### src/source/rv32i_pkg.sv
package rv32i_pkg;

    // data path width and byte lanes per word
    localparam int XLEN           = 32;
    localparam int BYTES_PER_WORD = XLEN / 8;

    // funct3 of the LOAD opcode
    typedef enum logic [2:0] {
        lb  = 3'b000,
        lh  = 3'b001,
        lw  = 3'b010,
        lbu = 3'b100,
        lhu = 3'b101
    } load_funct3_t;

    // funct3 of the STORE opcode
    typedef enum logic [2:0] {
        sb = 3'b000,
        sh = 3'b001,
        sw = 3'b010
    } store_funct3_t;

    // one funct3 field, read as a load or a store type
    // depending on the opcode of the operation
    typedef union packed {
        load_funct3_t  load;
        store_funct3_t store;
    } mem_funct3_u;

endpackage : rv32i_pkg

### src/source/lsq_pkg.sv
package lsq_pkg;

    // queue entries held in order
    localparam int LSQ_DEPTH = 4;

    // result tag, sized for an 8-entry rob
    localparam int TAG_WIDTH = 3;

    // head/tail pointer and occupancy widths
    localparam int PTR_WIDTH = $clog2(LSQ_DEPTH);
    localparam int CNT_WIDTH = $clog2(LSQ_DEPTH + 1);

endpackage : lsq_pkg

### src/source/lsq_entry_if.sv
`timescale 1ns/10ps

interface lsq_entry_if;
    import rv32i_pkg::*;
    import lsq_pkg::*;

    // oldest queued operation
    logic                 valid;
    logic                 is_store;
    mem_funct3_u          funct3;
    logic [XLEN-1:0]      addr;
    logic [XLEN-1:0]      wdata;
    logic [TAG_WIDTH-1:0] tag;

    // one-cycle pulse, head retires on this edge
    logic                 pop;

    modport fifo (
        output valid, is_store, funct3, addr, wdata, tag,
        input  pop
    );

    modport ctrl (
        input  valid, is_store, funct3, addr, wdata, tag,
        output pop
    );

endinterface : lsq_entry_if

### src/source/lsq_fifo.sv
`timescale 1ns/10ps

module lsq_fifo (
    input  logic                          clk,
    input  logic                          arst_n_i,
    input  logic                          req_i,
    output logic                          ack_o,
    input  logic                          is_store_i,
    input  rv32i_pkg::mem_funct3_u        funct3_i,
    input  logic [rv32i_pkg::XLEN-1:0]    addr_i,
    input  logic [rv32i_pkg::XLEN-1:0]    wdata_i,
    input  logic [lsq_pkg::TAG_WIDTH-1:0] tag_i,
    lsq_entry_if.fifo                     head
);
    import rv32i_pkg::*;
    import lsq_pkg::*;

    // entry storage
    logic                 is_store_mem [LSQ_DEPTH];
    mem_funct3_u          funct3_mem   [LSQ_DEPTH];
    logic [XLEN-1:0]      addr_mem     [LSQ_DEPTH];
    logic [XLEN-1:0]      wdata_mem    [LSQ_DEPTH];
    logic [TAG_WIDTH-1:0] tag_mem      [LSQ_DEPTH];

    logic [PTR_WIDTH-1:0] head_ptr;
    logic [PTR_WIDTH-1:0] tail_ptr;
    logic [CNT_WIDTH-1:0] count;
    logic                 full;
    logic                 push;

    function automatic logic [PTR_WIDTH-1:0] next_ptr(input logic [PTR_WIDTH-1:0] ptr);
        if (ptr == PTR_WIDTH'(LSQ_DEPTH - 1)) begin
            return '0;
        end
        return ptr + 1'b1;
    endfunction

    assign full = (count == CNT_WIDTH'(LSQ_DEPTH));

    // accept only on a fresh request with room left
    assign push = req_i & ~ack_o & ~full;

    // four-phase ack, a full queue just delays it
    always_ff @(posedge clk or negedge arst_n_i) begin
        if (!arst_n_i) begin
            ack_o <= 1'b0;
        end else if (push) begin
            ack_o <= 1'b1;
        end else if (!req_i) begin
            ack_o <= 1'b0;
        end
    end

    always_ff @(posedge clk or negedge arst_n_i) begin
        if (!arst_n_i) begin
            head_ptr <= '0;
            tail_ptr <= '0;
            count    <= '0;
        end else begin
            if (push) begin
                tail_ptr <= next_ptr(tail_ptr);
            end
            if (head.pop) begin
                head_ptr <= next_ptr(head_ptr);
            end
            // push and pop together leave the count alone
            case ({push, head.pop})
                2'b10:   count <= count + 1'b1;
                2'b01:   count <= count - 1'b1;
                default: count <= count;
            endcase
        end
    end

    always_ff @(posedge clk) begin
        if (push) begin
            is_store_mem[tail_ptr] <= is_store_i;
            funct3_mem[tail_ptr]   <= funct3_i;
            addr_mem[tail_ptr]     <= addr_i;
            wdata_mem[tail_ptr]    <= wdata_i;
            tag_mem[tail_ptr]      <= tag_i;
        end
    end

    // oldest entry goes to the memory controller
    assign head.valid    = (count != '0);
    assign head.is_store = is_store_mem[head_ptr];
    assign head.funct3   = funct3_mem[head_ptr];
    assign head.addr     = addr_mem[head_ptr];
    assign head.wdata    = wdata_mem[head_ptr];
    assign head.tag      = tag_mem[head_ptr];

endmodule : lsq_fifo

### src/source/data_mem_ctrl.sv
`timescale 1ns/10ps

module data_mem_ctrl (
    input  logic                                 clk,
    input  logic                                 arst_n_i,
    lsq_entry_if.ctrl                            head,
    output logic                                 data_read_o,
    output logic                                 data_write_o,
    output logic [rv32i_pkg::BYTES_PER_WORD-1:0] data_mbe_o,
    output logic [rv32i_pkg::XLEN-1:0]           data_mem_address_o,
    output logic [rv32i_pkg::XLEN-1:0]           data_mem_wdata_o,
    input  logic                                 data_mem_resp_i,
    output logic                                 load_done_o,
    output rv32i_pkg::load_funct3_t              load_type_o,
    output logic [1:0]                           load_offset_o,
    output logic [lsq_pkg::TAG_WIDTH-1:0]        load_tag_o
);
    import rv32i_pkg::*;
    import lsq_pkg::*;

    logic [1:0]                offset;
    logic [BYTES_PER_WORD-1:0] mbe_next;
    logic                      busy;
    logic                      issue;

    // load context kept for the response
    load_funct3_t              load_type_q;
    logic [1:0]                offset_q;
    logic [TAG_WIDTH-1:0]      tag_q;

    assign offset = head.addr[1:0];

    // a raised strobe is the access state
    assign busy  = data_read_o | data_write_o;
    assign issue = head.valid & ~busy;

    // byte enables from the store view of funct3
    always_comb begin
        mbe_next = '0;
        if (head.is_store) begin
            case (head.funct3.store)
                sw:      mbe_next = 4'b1111;
                sh:      mbe_next = 4'b0011 << offset;
                sb:      mbe_next = 4'b0001 << offset;
                default: mbe_next = '0;
            endcase
        end
    end

    always_ff @(posedge clk or negedge arst_n_i) begin
        if (!arst_n_i) begin
            data_read_o  <= 1'b0;
            data_write_o <= 1'b0;
            data_mbe_o   <= '0;
        end else if (issue) begin
            data_read_o  <= ~head.is_store;
            data_write_o <= head.is_store;
            data_mbe_o   <= mbe_next;
        end else if (busy && data_mem_resp_i) begin
            // back to idle for at least one cycle
            data_read_o  <= 1'b0;
            data_write_o <= 1'b0;
            data_mbe_o   <= '0;
        end
    end

    // port fields stay put until the response
    always_ff @(posedge clk) begin
        if (issue) begin
            data_mem_address_o <= {head.addr[XLEN-1:2], 2'b00};
            data_mem_wdata_o   <= head.wdata << {offset, 3'b000};
            load_type_q        <= head.funct3.load;
            offset_q           <= offset;
            tag_q              <= head.tag;
        end
    end

    // retire the head on the response edge
    assign head.pop = busy & data_mem_resp_i;

    assign load_done_o   = data_read_o & data_mem_resp_i;
    assign load_type_o   = load_type_q;
    assign load_offset_o = offset_q;
    assign load_tag_o    = tag_q;

endmodule : data_mem_ctrl

### src/source/load_formatter.sv
`timescale 1ns/10ps

module load_formatter (
    input  logic                          clk,
    input  logic                          arst_n_i,
    input  logic                          load_done_i,
    input  rv32i_pkg::load_funct3_t       load_type_i,
    input  logic [1:0]                    load_offset_i,
    input  logic [lsq_pkg::TAG_WIDTH-1:0] load_tag_i,
    input  logic [rv32i_pkg::XLEN-1:0]    data_mem_rdata_i,
    output logic                          result_valid_o,
    output logic [lsq_pkg::TAG_WIDTH-1:0] result_tag_o,
    output logic [rv32i_pkg::XLEN-1:0]    result_data_o
);
    import rv32i_pkg::*;

    logic [7:0]      byte_lane;
    logic [15:0]     half_lane;
    logic [XLEN-1:0] formatted;

    // addressed lanes, halfwords only at offset 0 or 2
    assign byte_lane = data_mem_rdata_i[{load_offset_i, 3'b000} +: 8];
    assign half_lane = data_mem_rdata_i[{load_offset_i[1], 4'b0000} +: 16];

    always_comb begin
        case (load_type_i)
            lb:      formatted = {{(XLEN-8){byte_lane[7]}}, byte_lane};
            lbu:     formatted = {{(XLEN-8){1'b0}}, byte_lane};
            lh:      formatted = {{(XLEN-16){half_lane[15]}}, half_lane};
            lhu:     formatted = {{(XLEN-16){1'b0}}, half_lane};
            default: formatted = data_mem_rdata_i;
        endcase
    end

    // single-cycle result strobe
    always_ff @(posedge clk or negedge arst_n_i) begin
        if (!arst_n_i) begin
            result_valid_o <= 1'b0;
        end else begin
            result_valid_o <= load_done_i;
        end
    end

    always_ff @(posedge clk) begin
        if (load_done_i) begin
            result_data_o <= formatted;
            result_tag_o  <= load_tag_i;
        end
    end

endmodule : load_formatter

### src/source/lsu_top.sv
`timescale 1ns/10ps

module lsu_top (
    input  logic                                 clk,
    input  logic                                 arst_n_i,

    // four-phase intake
    input  logic                                 req_i,
    output logic                                 ack_o,
    input  logic                                 is_store_i,
    input  rv32i_pkg::mem_funct3_u               funct3_i,
    input  logic [rv32i_pkg::XLEN-1:0]           addr_i,
    input  logic [rv32i_pkg::XLEN-1:0]           wdata_i,
    input  logic [lsq_pkg::TAG_WIDTH-1:0]        tag_i,

    // data memory port
    output logic                                 data_read_o,
    output logic                                 data_write_o,
    output logic [rv32i_pkg::BYTES_PER_WORD-1:0] data_mbe_o,
    output logic [rv32i_pkg::XLEN-1:0]           data_mem_address_o,
    output logic [rv32i_pkg::XLEN-1:0]           data_mem_wdata_o,
    input  logic [rv32i_pkg::XLEN-1:0]           data_mem_rdata_i,
    input  logic                                 data_mem_resp_i,

    // load results
    output logic                                 result_valid_o,
    output logic [lsq_pkg::TAG_WIDTH-1:0]        result_tag_o,
    output logic [rv32i_pkg::XLEN-1:0]           result_data_o
);
    import rv32i_pkg::*;
    import lsq_pkg::*;

    logic                 load_done;
    load_funct3_t         load_type;
    logic [1:0]           load_offset;
    logic [TAG_WIDTH-1:0] load_tag;

    lsq_entry_if head_if ();

    lsq_fifo u_lsq_fifo (
        .clk        (clk),
        .arst_n_i   (arst_n_i),
        .req_i      (req_i),
        .ack_o      (ack_o),
        .is_store_i (is_store_i),
        .funct3_i   (funct3_i),
        .addr_i     (addr_i),
        .wdata_i    (wdata_i),
        .tag_i      (tag_i),
        .head       (head_if.fifo)
    );

    data_mem_ctrl u_data_mem_ctrl (
        .clk                (clk),
        .arst_n_i           (arst_n_i),
        .head               (head_if.ctrl),
        .data_read_o        (data_read_o),
        .data_write_o       (data_write_o),
        .data_mbe_o         (data_mbe_o),
        .data_mem_address_o (data_mem_address_o),
        .data_mem_wdata_o   (data_mem_wdata_o),
        .data_mem_resp_i    (data_mem_resp_i),
        .load_done_o        (load_done),
        .load_type_o        (load_type),
        .load_offset_o      (load_offset),
        .load_tag_o         (load_tag)
    );

    load_formatter u_load_formatter (
        .clk              (clk),
        .arst_n_i         (arst_n_i),
        .load_done_i      (load_done),
        .load_type_i      (load_type),
        .load_offset_i    (load_offset),
        .load_tag_i       (load_tag),
        .data_mem_rdata_i (data_mem_rdata_i),
        .result_valid_o   (result_valid_o),
        .result_tag_o     (result_tag_o),
        .result_data_o    (result_data_o)
    );

endmodule : lsu_top

### config.mk
export PLATFORM = sky130hd
export DESIGN_NAME = lsu_top
export DESIGN_NICKNAME = d
export VERILOG_FILES = /design/src/source/rv32i_pkg.sv /design/src/source/lsq_pkg.sv /design/src/source/lsq_entry_if.sv /design/src/source/lsq_fifo.sv /design/src/source/data_mem_ctrl.sv /design/src/source/load_formatter.sv /design/src/source/lsu_top.sv
export SDC_FILE = /design/constraint.sdc
export NUM_CORES = 1
export LEC_CHECK = 0
export ABC_CLOCK_PERIOD_IN_PS = 13800
export BUFFER_PORTS_ARGS = -buffer_cell sky130_fd_sc_hd__buf_2
export CAP_MARGIN = 10
export CORE_MARGIN = 2
export CORE_UTILIZATION = 61
export CTS_CLUSTER_SIZE = 20
export DETAILED_ROUTE_END_ITERATION = 7
export GPL_TIMING_DRIVEN = 0
export MAX_ROUTING_LAYER = met4
export PLACE_DENSITY = 0.84
export SETUP_SLACK_MARGIN = 0.4
export SLEW_MARGIN = 20
export SYNTH_ARGS = -nofsm -noshare
export SYNTH_HDL_FRONTEND = slang
export SYNTH_SLANG_ARGS = --single-unit
### constraint.sdc
create_clock -name clk -period 13.8 [get_ports clk]
set_clock_uncertainty 0.15 [all_clocks]
set_input_delay 2.76 -clock clk [delete_from_list [all_inputs] [get_ports clk]]
set_output_delay 2.76 -clock clk [all_outputs]
set_load 0.05 [all_outputs]
* Word-level counts from Yosys, hierarchy flattened
Memories as Yosys holds them, arrays and structs flattened. A register that Yosys moved wholly into a read port is not among the register bits.
Index checks and enable logic that the tools add are counted.
** Storage, ports and cells
- Bits in registers :: 117
- Word-level logic and storage cells :: 76
- Memory bits (writable) :: 284
- Memories :: 5
- Output and inout port bits :: 107
- Input port bits :: 107
** Operators by class
- Multiplexer cells :: 21
- Add/subtract/negate cells :: 4
- Shift operators :: 5
- Eq/ne operators :: 11
- Reduce and logical (&&, ||, !) cells :: 6
- Bitwise gates (word level) :: 10
** Memories
- u_lsq_fifo.addr_mem :: words 4, bits a word 32, rd ports 1, clocked after memory_dff 0, write ports 1, line lsq_fifo.sv:21 : logic [XLEN-1:0] addr_mem [LSQ_DEPTH];
- u_lsq_fifo.wdata_mem :: words 4, bits a word 32, rd ports 1, clocked after memory_dff 0, write ports 1, line lsq_fifo.sv:22 : logic [XLEN-1:0] wdata_mem [LSQ_DEPTH];
- u_lsq_fifo.funct3_mem :: words 4, bits a word 3, rd ports 1, clocked after memory_dff 0, write ports 1, line lsq_fifo.sv:20 : mem_funct3_u funct3_mem [LSQ_DEPTH];
- u_lsq_fifo.tag_mem :: words 4, bits a word 3, rd ports 1, clocked after memory_dff 1, write ports 1, line lsq_fifo.sv:23 : logic [TAG_WIDTH-1:0] tag_mem [LSQ_DEPTH];
- u_lsq_fifo.is_store_mem :: words 4, bits a word 1, rd ports 1, clocked after memory_dff 0, write ports 1, line lsq_fifo.sv:19 : logic is_store_mem [LSQ_DEPTH];
** Operator list (count)
- 32-bit case mux with 4 select lines :: 1
- 32-bit by 6-bit variable part select with 16-bit output :: 1
- 32-bit by 6-bit variable part select with 8-bit output :: 1
- 32-bit by 5-bit left shift with 32-bit output :: 1
- 4-bit two-way mux :: 3
- 4-bit case mux with 3 select lines :: 1
- 1-bit two-way mux :: 11
- 3-bit == test (second input constant) :: 3
- 2-bit two-way mux :: 4
- 2-bit == test (second input constant) :: 3
- 3-bit by 1-bit == test with 1-bit output (second input constant) :: 2
- 3-bit zero test :: 2
- 3-bit case mux with 2 select lines :: 1
- 1-bit bitwise AND :: 5
- 2-bit by 1-bit adder with 2-bit output (second input constant) :: 2
- 1-bit NOT :: 4
- 2-bit nonzero test :: 2
- 1-bit by 2-bit left shift with 4-bit output (first input constant) :: 1
- 2-bit by 2-bit left shift with 4-bit output (first input constant) :: 1
- 3-bit by 1-bit adder with 3-bit output (second input constant) :: 1
- 3-bit by 2-bit == test with 1-bit output (second input constant) :: 1
- 3-bit nonzero test :: 1
- 3-bit by 1-bit subtractor with 3-bit output (second input constant) :: 1
- 2-bit by 1-bit == test with 1-bit output (second input constant) :: 1
- other kinds (3) :: 3

* Logic depth before layout (Yosys ltp)
- Depth after elaboration :: 5
- Depth in mapped cells :: 11
- Mapped depth without buffers :: 10

* Cells and area by module
A second synthesis with hierarchy kept.
** Unflattened totals
- Cell total of the unflattened synthesis :: 740
- Area, all modules :: 15463.6 µm²
** By module, submodules not included
- lsq_fifo :: instances 1, area each 10696.5 µm², seq. area each 8728.4 µm², cells each 412
- data_mem_ctrl :: instances 1, area each 2989.1 µm², seq. area each 2252.2 µm², cells each 185
- load_formatter :: instances 1, area each 1778.0 µm², seq. area each 1076.0 µm², cells each 143

* Worst setup path before layout
Ideal clock, no wire load.
- Path type :: flip-flop to flip-flop
- From :: register u_data_mem_ctrl.data_write_o
- To :: register u_data_mem_ctrl.data_mbe_o[0] (netlist name)
- Arrival time :: 6.481 ns
- Stages on the path, launching flop included :: 4
- Path slack :: 7.045 ns
- Buffers on the path :: 0
- Required time :: 13.525 ns
- Clock period less this slack :: 6.755 ns
- Setup time :: 0.125 ns
- Cell sequence :: dfrtp_1 -> nor3_1 -> nor2_1 -> a22o_1
** On the way
- Word-level cells in the longest chain between the ends :: 4
- Elaborated cells between the ends (all ways) :: 6
- Classes of those cells :: mux (1); bitwise (3); reduce/logical (2)
** RTL lines
- start, declared :: line data_mem_ctrl.sv:8 : output logic data_write_o,
- start signal, assigned :: line data_mem_ctrl.sv:57 : data_write_o <= head.is_store;
- 1-bit OR * :: line data_mem_ctrl.sv:34 : assign busy = data_read_o | data_write_o;
- 1-bit NOT * :: line data_mem_ctrl.sv:35 : assign issue = head.valid & ~busy;
- 1-bit bitwise AND * :: line data_mem_ctrl.sv:35
- via u_data_mem_ctrl.issue :: line data_mem_ctrl.sv:24 : logic issue;
- 4-bit two-way mux or 2-bit nonzero test (tied branches)
- end signal, assigned :: line data_mem_ctrl.sv:58 : data_mbe_o <= mbe_next;
- end, declared :: line data_mem_ctrl.sv:9 : output logic [rv32i_pkg::BYTES_PER_WORD-1:0] data_mbe_o,
Mark *: on every way through the listed nets, which the timed path passes. The rest lies on a longest branch.
A chain may end at the register's enable or synchronous reset.

* Worst setup path in the final report
- From :: register u_data_mem_ctrl.data_read_o
- To :: output port data_read_o
** RTL lines
- start, declared :: line data_mem_ctrl.sv:7 : output logic data_read_o,
- start signal, assigned :: line data_mem_ctrl.sv:56 : data_read_o <= ~head.is_store;
- end, declared :: line lsu_top.sv:17 : output logic data_read_o,
No word-level cell between the ends.

==> metrics.txt <==
status=completed; crit-path max FO=5; CTS tree=yes; Clk pwr share=0.214; P_sw=1630 uW; setup ws final=9600 ps; total power=4390 uW; # hold bufs at CTS=0; DRC viols=0; die height=163 um; initial core utilization=0.616; Gate power share=0.378; TritonRoute pass-1 iters=5; worst hold margin=270 ps; routed wire length per instance=23.5 um; Async SR Flop Fraction=0.0371; Core ar.=0.0250 mm^2; Post-Place Worst Slack=9060 ps; final hold violations=0; share of cells above drive strength 1=0.356; Critical Path, Cell by Cell=buf_2; Synth cell types=44; RSZ-0062 raised after global routing=false; hold path start=u_data_mem_ctrl.load_tag_o[2]$_DFFE_PP_; GRT Total Usage=0.252; DP HPWL=21.3 mm; Skew-Pair Late Insertion Delay=530 ps; clock-pin transition on the worst setup and hold timing paths=60 ps; max-cap violations=0; Hold Crit Class=flip-flop to flip-flop; Crit path arrival time=1290 ps; Area growth, synth to finish=18.1%; FF+latch area=0.0121 mm^2; largest net degree at the start of global routing=43; post-cts repair resize count=0; Crit. End Element=output port; slowest stage delay, CP=450 ps; f_max=0.238 GHz; CP top delay family=flip-flops; clock tree sinks=404; Worst EP required=10890 ps; root buffer cell=clkbuf_16; switch share=0.372; Die X=163 um; WL final=32.6 mm; Gate Count Post-Synth=758; min Tclk post-route=4200 ps; Reg power frac=0.408; Critical Path Start=u_data_mem_ctrl.data_read_o$_DFFE_PN0P_; netlist area before placement=0.0154 mm^2; vias in the first global route=8431; crit share post-route=0.304; Die Area=0.0266 mm^2; GRT overflow=0; ANT nets after route=0; critical path class=flip-flop to output port; setup_tns=0 ps; nets=1138; average size of a mapped cell=20.4 um^2; initial antenna violation count=10; GP Congestion=0.882; maximum vdd drop=166 uV; I/O Pins=214; dominant synthesized flop cell=edfxtp_1; WP buf/inv=1; port bufs=211; EDFF count, synth=389; largest cells by area after synthesis=edfxtp_1 (76%), mux4_2 (11%), dfrtp_1 (2.4%), mux2i_1 (1.3%), nand2_1 (1.1%); # setup viols final=0; P_leak=0.00654 uW; Synth Warn #=0; CTS buffer count=38; H-tree lvl count=2; measured slew at the worst slew-check pin=820 ps; vias=8256; Final Max Tran Viols=0; Vias per Instance=5.94; clock tree buffer depth=3; area occupied by multi-input gates=0.00313 mm^2; power per cell area=241 mW/mm^2; r2r startpoint=u_lsq_fifo.head_ptr[1]$_DFFE_PN0P_; first-pass GRT wire length=48.1 mm; Post-CTS Setup Inserts=0; worst relative slew slack=0.452; share of the synthesized area in the top cell type=0.757; post-synthesis sequential area ratio=0.782; leading area contributor after synthesis=edfxtp_1; Worst path slowest cell=dfrtp_1; row count=58; Fillers=1475; launching element type of the critical path=flip-flop; internal power=2760 uW; number of synthesized register bits=404; DRT iter0 DRCs=850
-- cell usage after synthesis (2+ instances only) --
library cell	count
a211oi_1	9
a21oi_1	15
a221o_1	8
a22o_1	6
a22oi_1	5
a31oi_1	3
and2_1	13
and3b_1	2
buf_1	3
buf_2	14
buf_4	2
buf_6	4
clkbuf_1	17
dfrtp_1	15
edfxtp_1	389
ha_1	6
inv_1	15
mux2_2	6
mux2i_1	20
mux4_2	72
nand2_1	45
nand3_1	3
nor2_1	27
nor2b_1	13
nor3_1	3
nor4bb_1	4
o21ai_0	10
o22a_1	4
o22ai_1	4
o2bb2ai_1	3
o32ai_1	4
xor2_1	2
-- sequential cells by signal, summed over array words and instances (netlist names), 12 cells and up --
register,flops
u_load_formatter.result_data_o,32
u_data_mem_ctrl.data_mem_address_o,30
u_lsq_fifo.funct3_mem,12
u_lsq_fifo.wdata_mem,128
u_lsq_fifo.tag_mem,12
u_data_mem_ctrl.data_mem_wdata_o,32
u_lsq_fifo.addr_mem,128
-- power groups by stage --
stage                     sequential, uW  clock (uW)  combinational [uW]
after floorplan                     2270           0                 753
after global placement              1850           0                1580
after detailed placement            1810           0                1650
after CTS                           1790         949                1660
after global routing                1810         995                1760
final                               1790         937                1660
-- through the flow --
step           cell area [um^2]   util  cells
2_1_floorplan             15400      -    759
3_3_place_gp              16900  0.675   1300
3_5_place_dp              17100  0.683   1314
4_1_cts                   18200  0.727   1380
5_1_grt                   18200  0.728   1390
6_report                  18200  0.728   1390
-- layout make-up --
cell class                      instances  area share
Multi-Input combinational cell        300       0.172
Inverter                               15     0.00309
Sequential cell                       404       0.662
Clock inverter                         13     0.00439
Clock buffer                           53      0.0558
Timing Repair Buffer                  225      0.0682
Tap cell                              330      0.0227
Antenna cell                           10     0.00137
Buffer                                 40      0.0113
-- cell usage in the layout, fill, tap and decap left out, types with 3 or more instances in the layout --
| cell | synthesis | layout |
|---|---|---|
| o2bb2ai_1 | 3 | 3 |
| a21oi_1 | 15 | 15 |
| mux4_2 | 72 | 72 |
| clkbuf_1 | 17 | 31 |
| buf_6 | 4 | 5 |
| buf_1 | 3 | 3 |
| diode_2 | 0 | 10 |
| and2_4 | 0 | 4 |
| edfxtp_1 | 389 | 389 |
| nor2_1 | 27 | 27 |
| dfrtp_1 | 15 | 15 |
| mux2i_1 | 20 | 20 |
| o22a_1 | 4 | 4 |
| o22ai_1 | 4 | 4 |
| ha_1 | 6 | 6 |
| a221o_1 | 8 | 8 |
| a211oi_1 | 9 | 9 |
| clkinv_1 | 0 | 9 |
| nand2_1 | 45 | 45 |
| inv_1 | 15 | 15 |
| o21ai_0 | 10 | 10 |
| a22o_1 | 6 | 6 |
| and2_1 | 13 | 8 |
| clkbuf_16 | 0 | 38 |
| a31oi_1 | 3 | 3 |
| buf_4 | 2 | 10 |
| nor2b_1 | 13 | 13 |
| buf_12 | 0 | 3 |
| nor4bb_1 | 4 | 4 |
| nand3_1 | 3 | 3 |
| a22oi_1 | 5 | 5 |
| o32ai_1 | 4 | 4 |
| buf_2 | 14 | 225 |
| mux2_2 | 6 | 6 |
-- path summary, 6_finish.rpt --
path                                                                          to  slack (ps)  cells after the start
worst max-delay path                                                 data_read_o        9600                      1
worst min-delay path                  u_load_formatter.result_tag_o[2]$_DFFE_PP_         270                      0
worst max register to register  u_data_mem_ctrl.data_mem_address_o[27]$_DFFE_PP_       11210                      4
worst min register to register        u_load_formatter.result_tag_o[2]$_DFFE_PP_         270                      0
max in group asynchronous                     u_lsq_fifo.head_ptr[0]$_DFFE_PN0P_       11250                      1
min in group asynchronous              u_load_formatter.result_valid_o$_DFF_PN0_        1990                      1
-- kinds of logic (layout without fill, tap and decap cells) --
group                      Yosys count  in the layout  share of synthesized area
other                                1             12                   0.000243
DFF                                404            404                      0.782
xor gates and xnor gates             3              3                    0.00170
AOI/OAI and AO/OA                   75             75                     0.0346
buffers and inverters               55            346                     0.0170
and+or+nand+nor                    115            115                     0.0363
muxes                               98             98                      0.122
adders and majority gates            7              7                    0.00616
-- layer usage --
layer / share of wire / up-vias / GRT usage
li1: - / 3607 / -
met1: 0.38 / 4168 / 0.312
met2: 0.51 / 414 / 0.419
met3: 0.080 / 67 / 0.0564
met4: 0.026 / 0 / 0.0865
met5: 0 / - / -
Power figures use the tool's default switching activity.
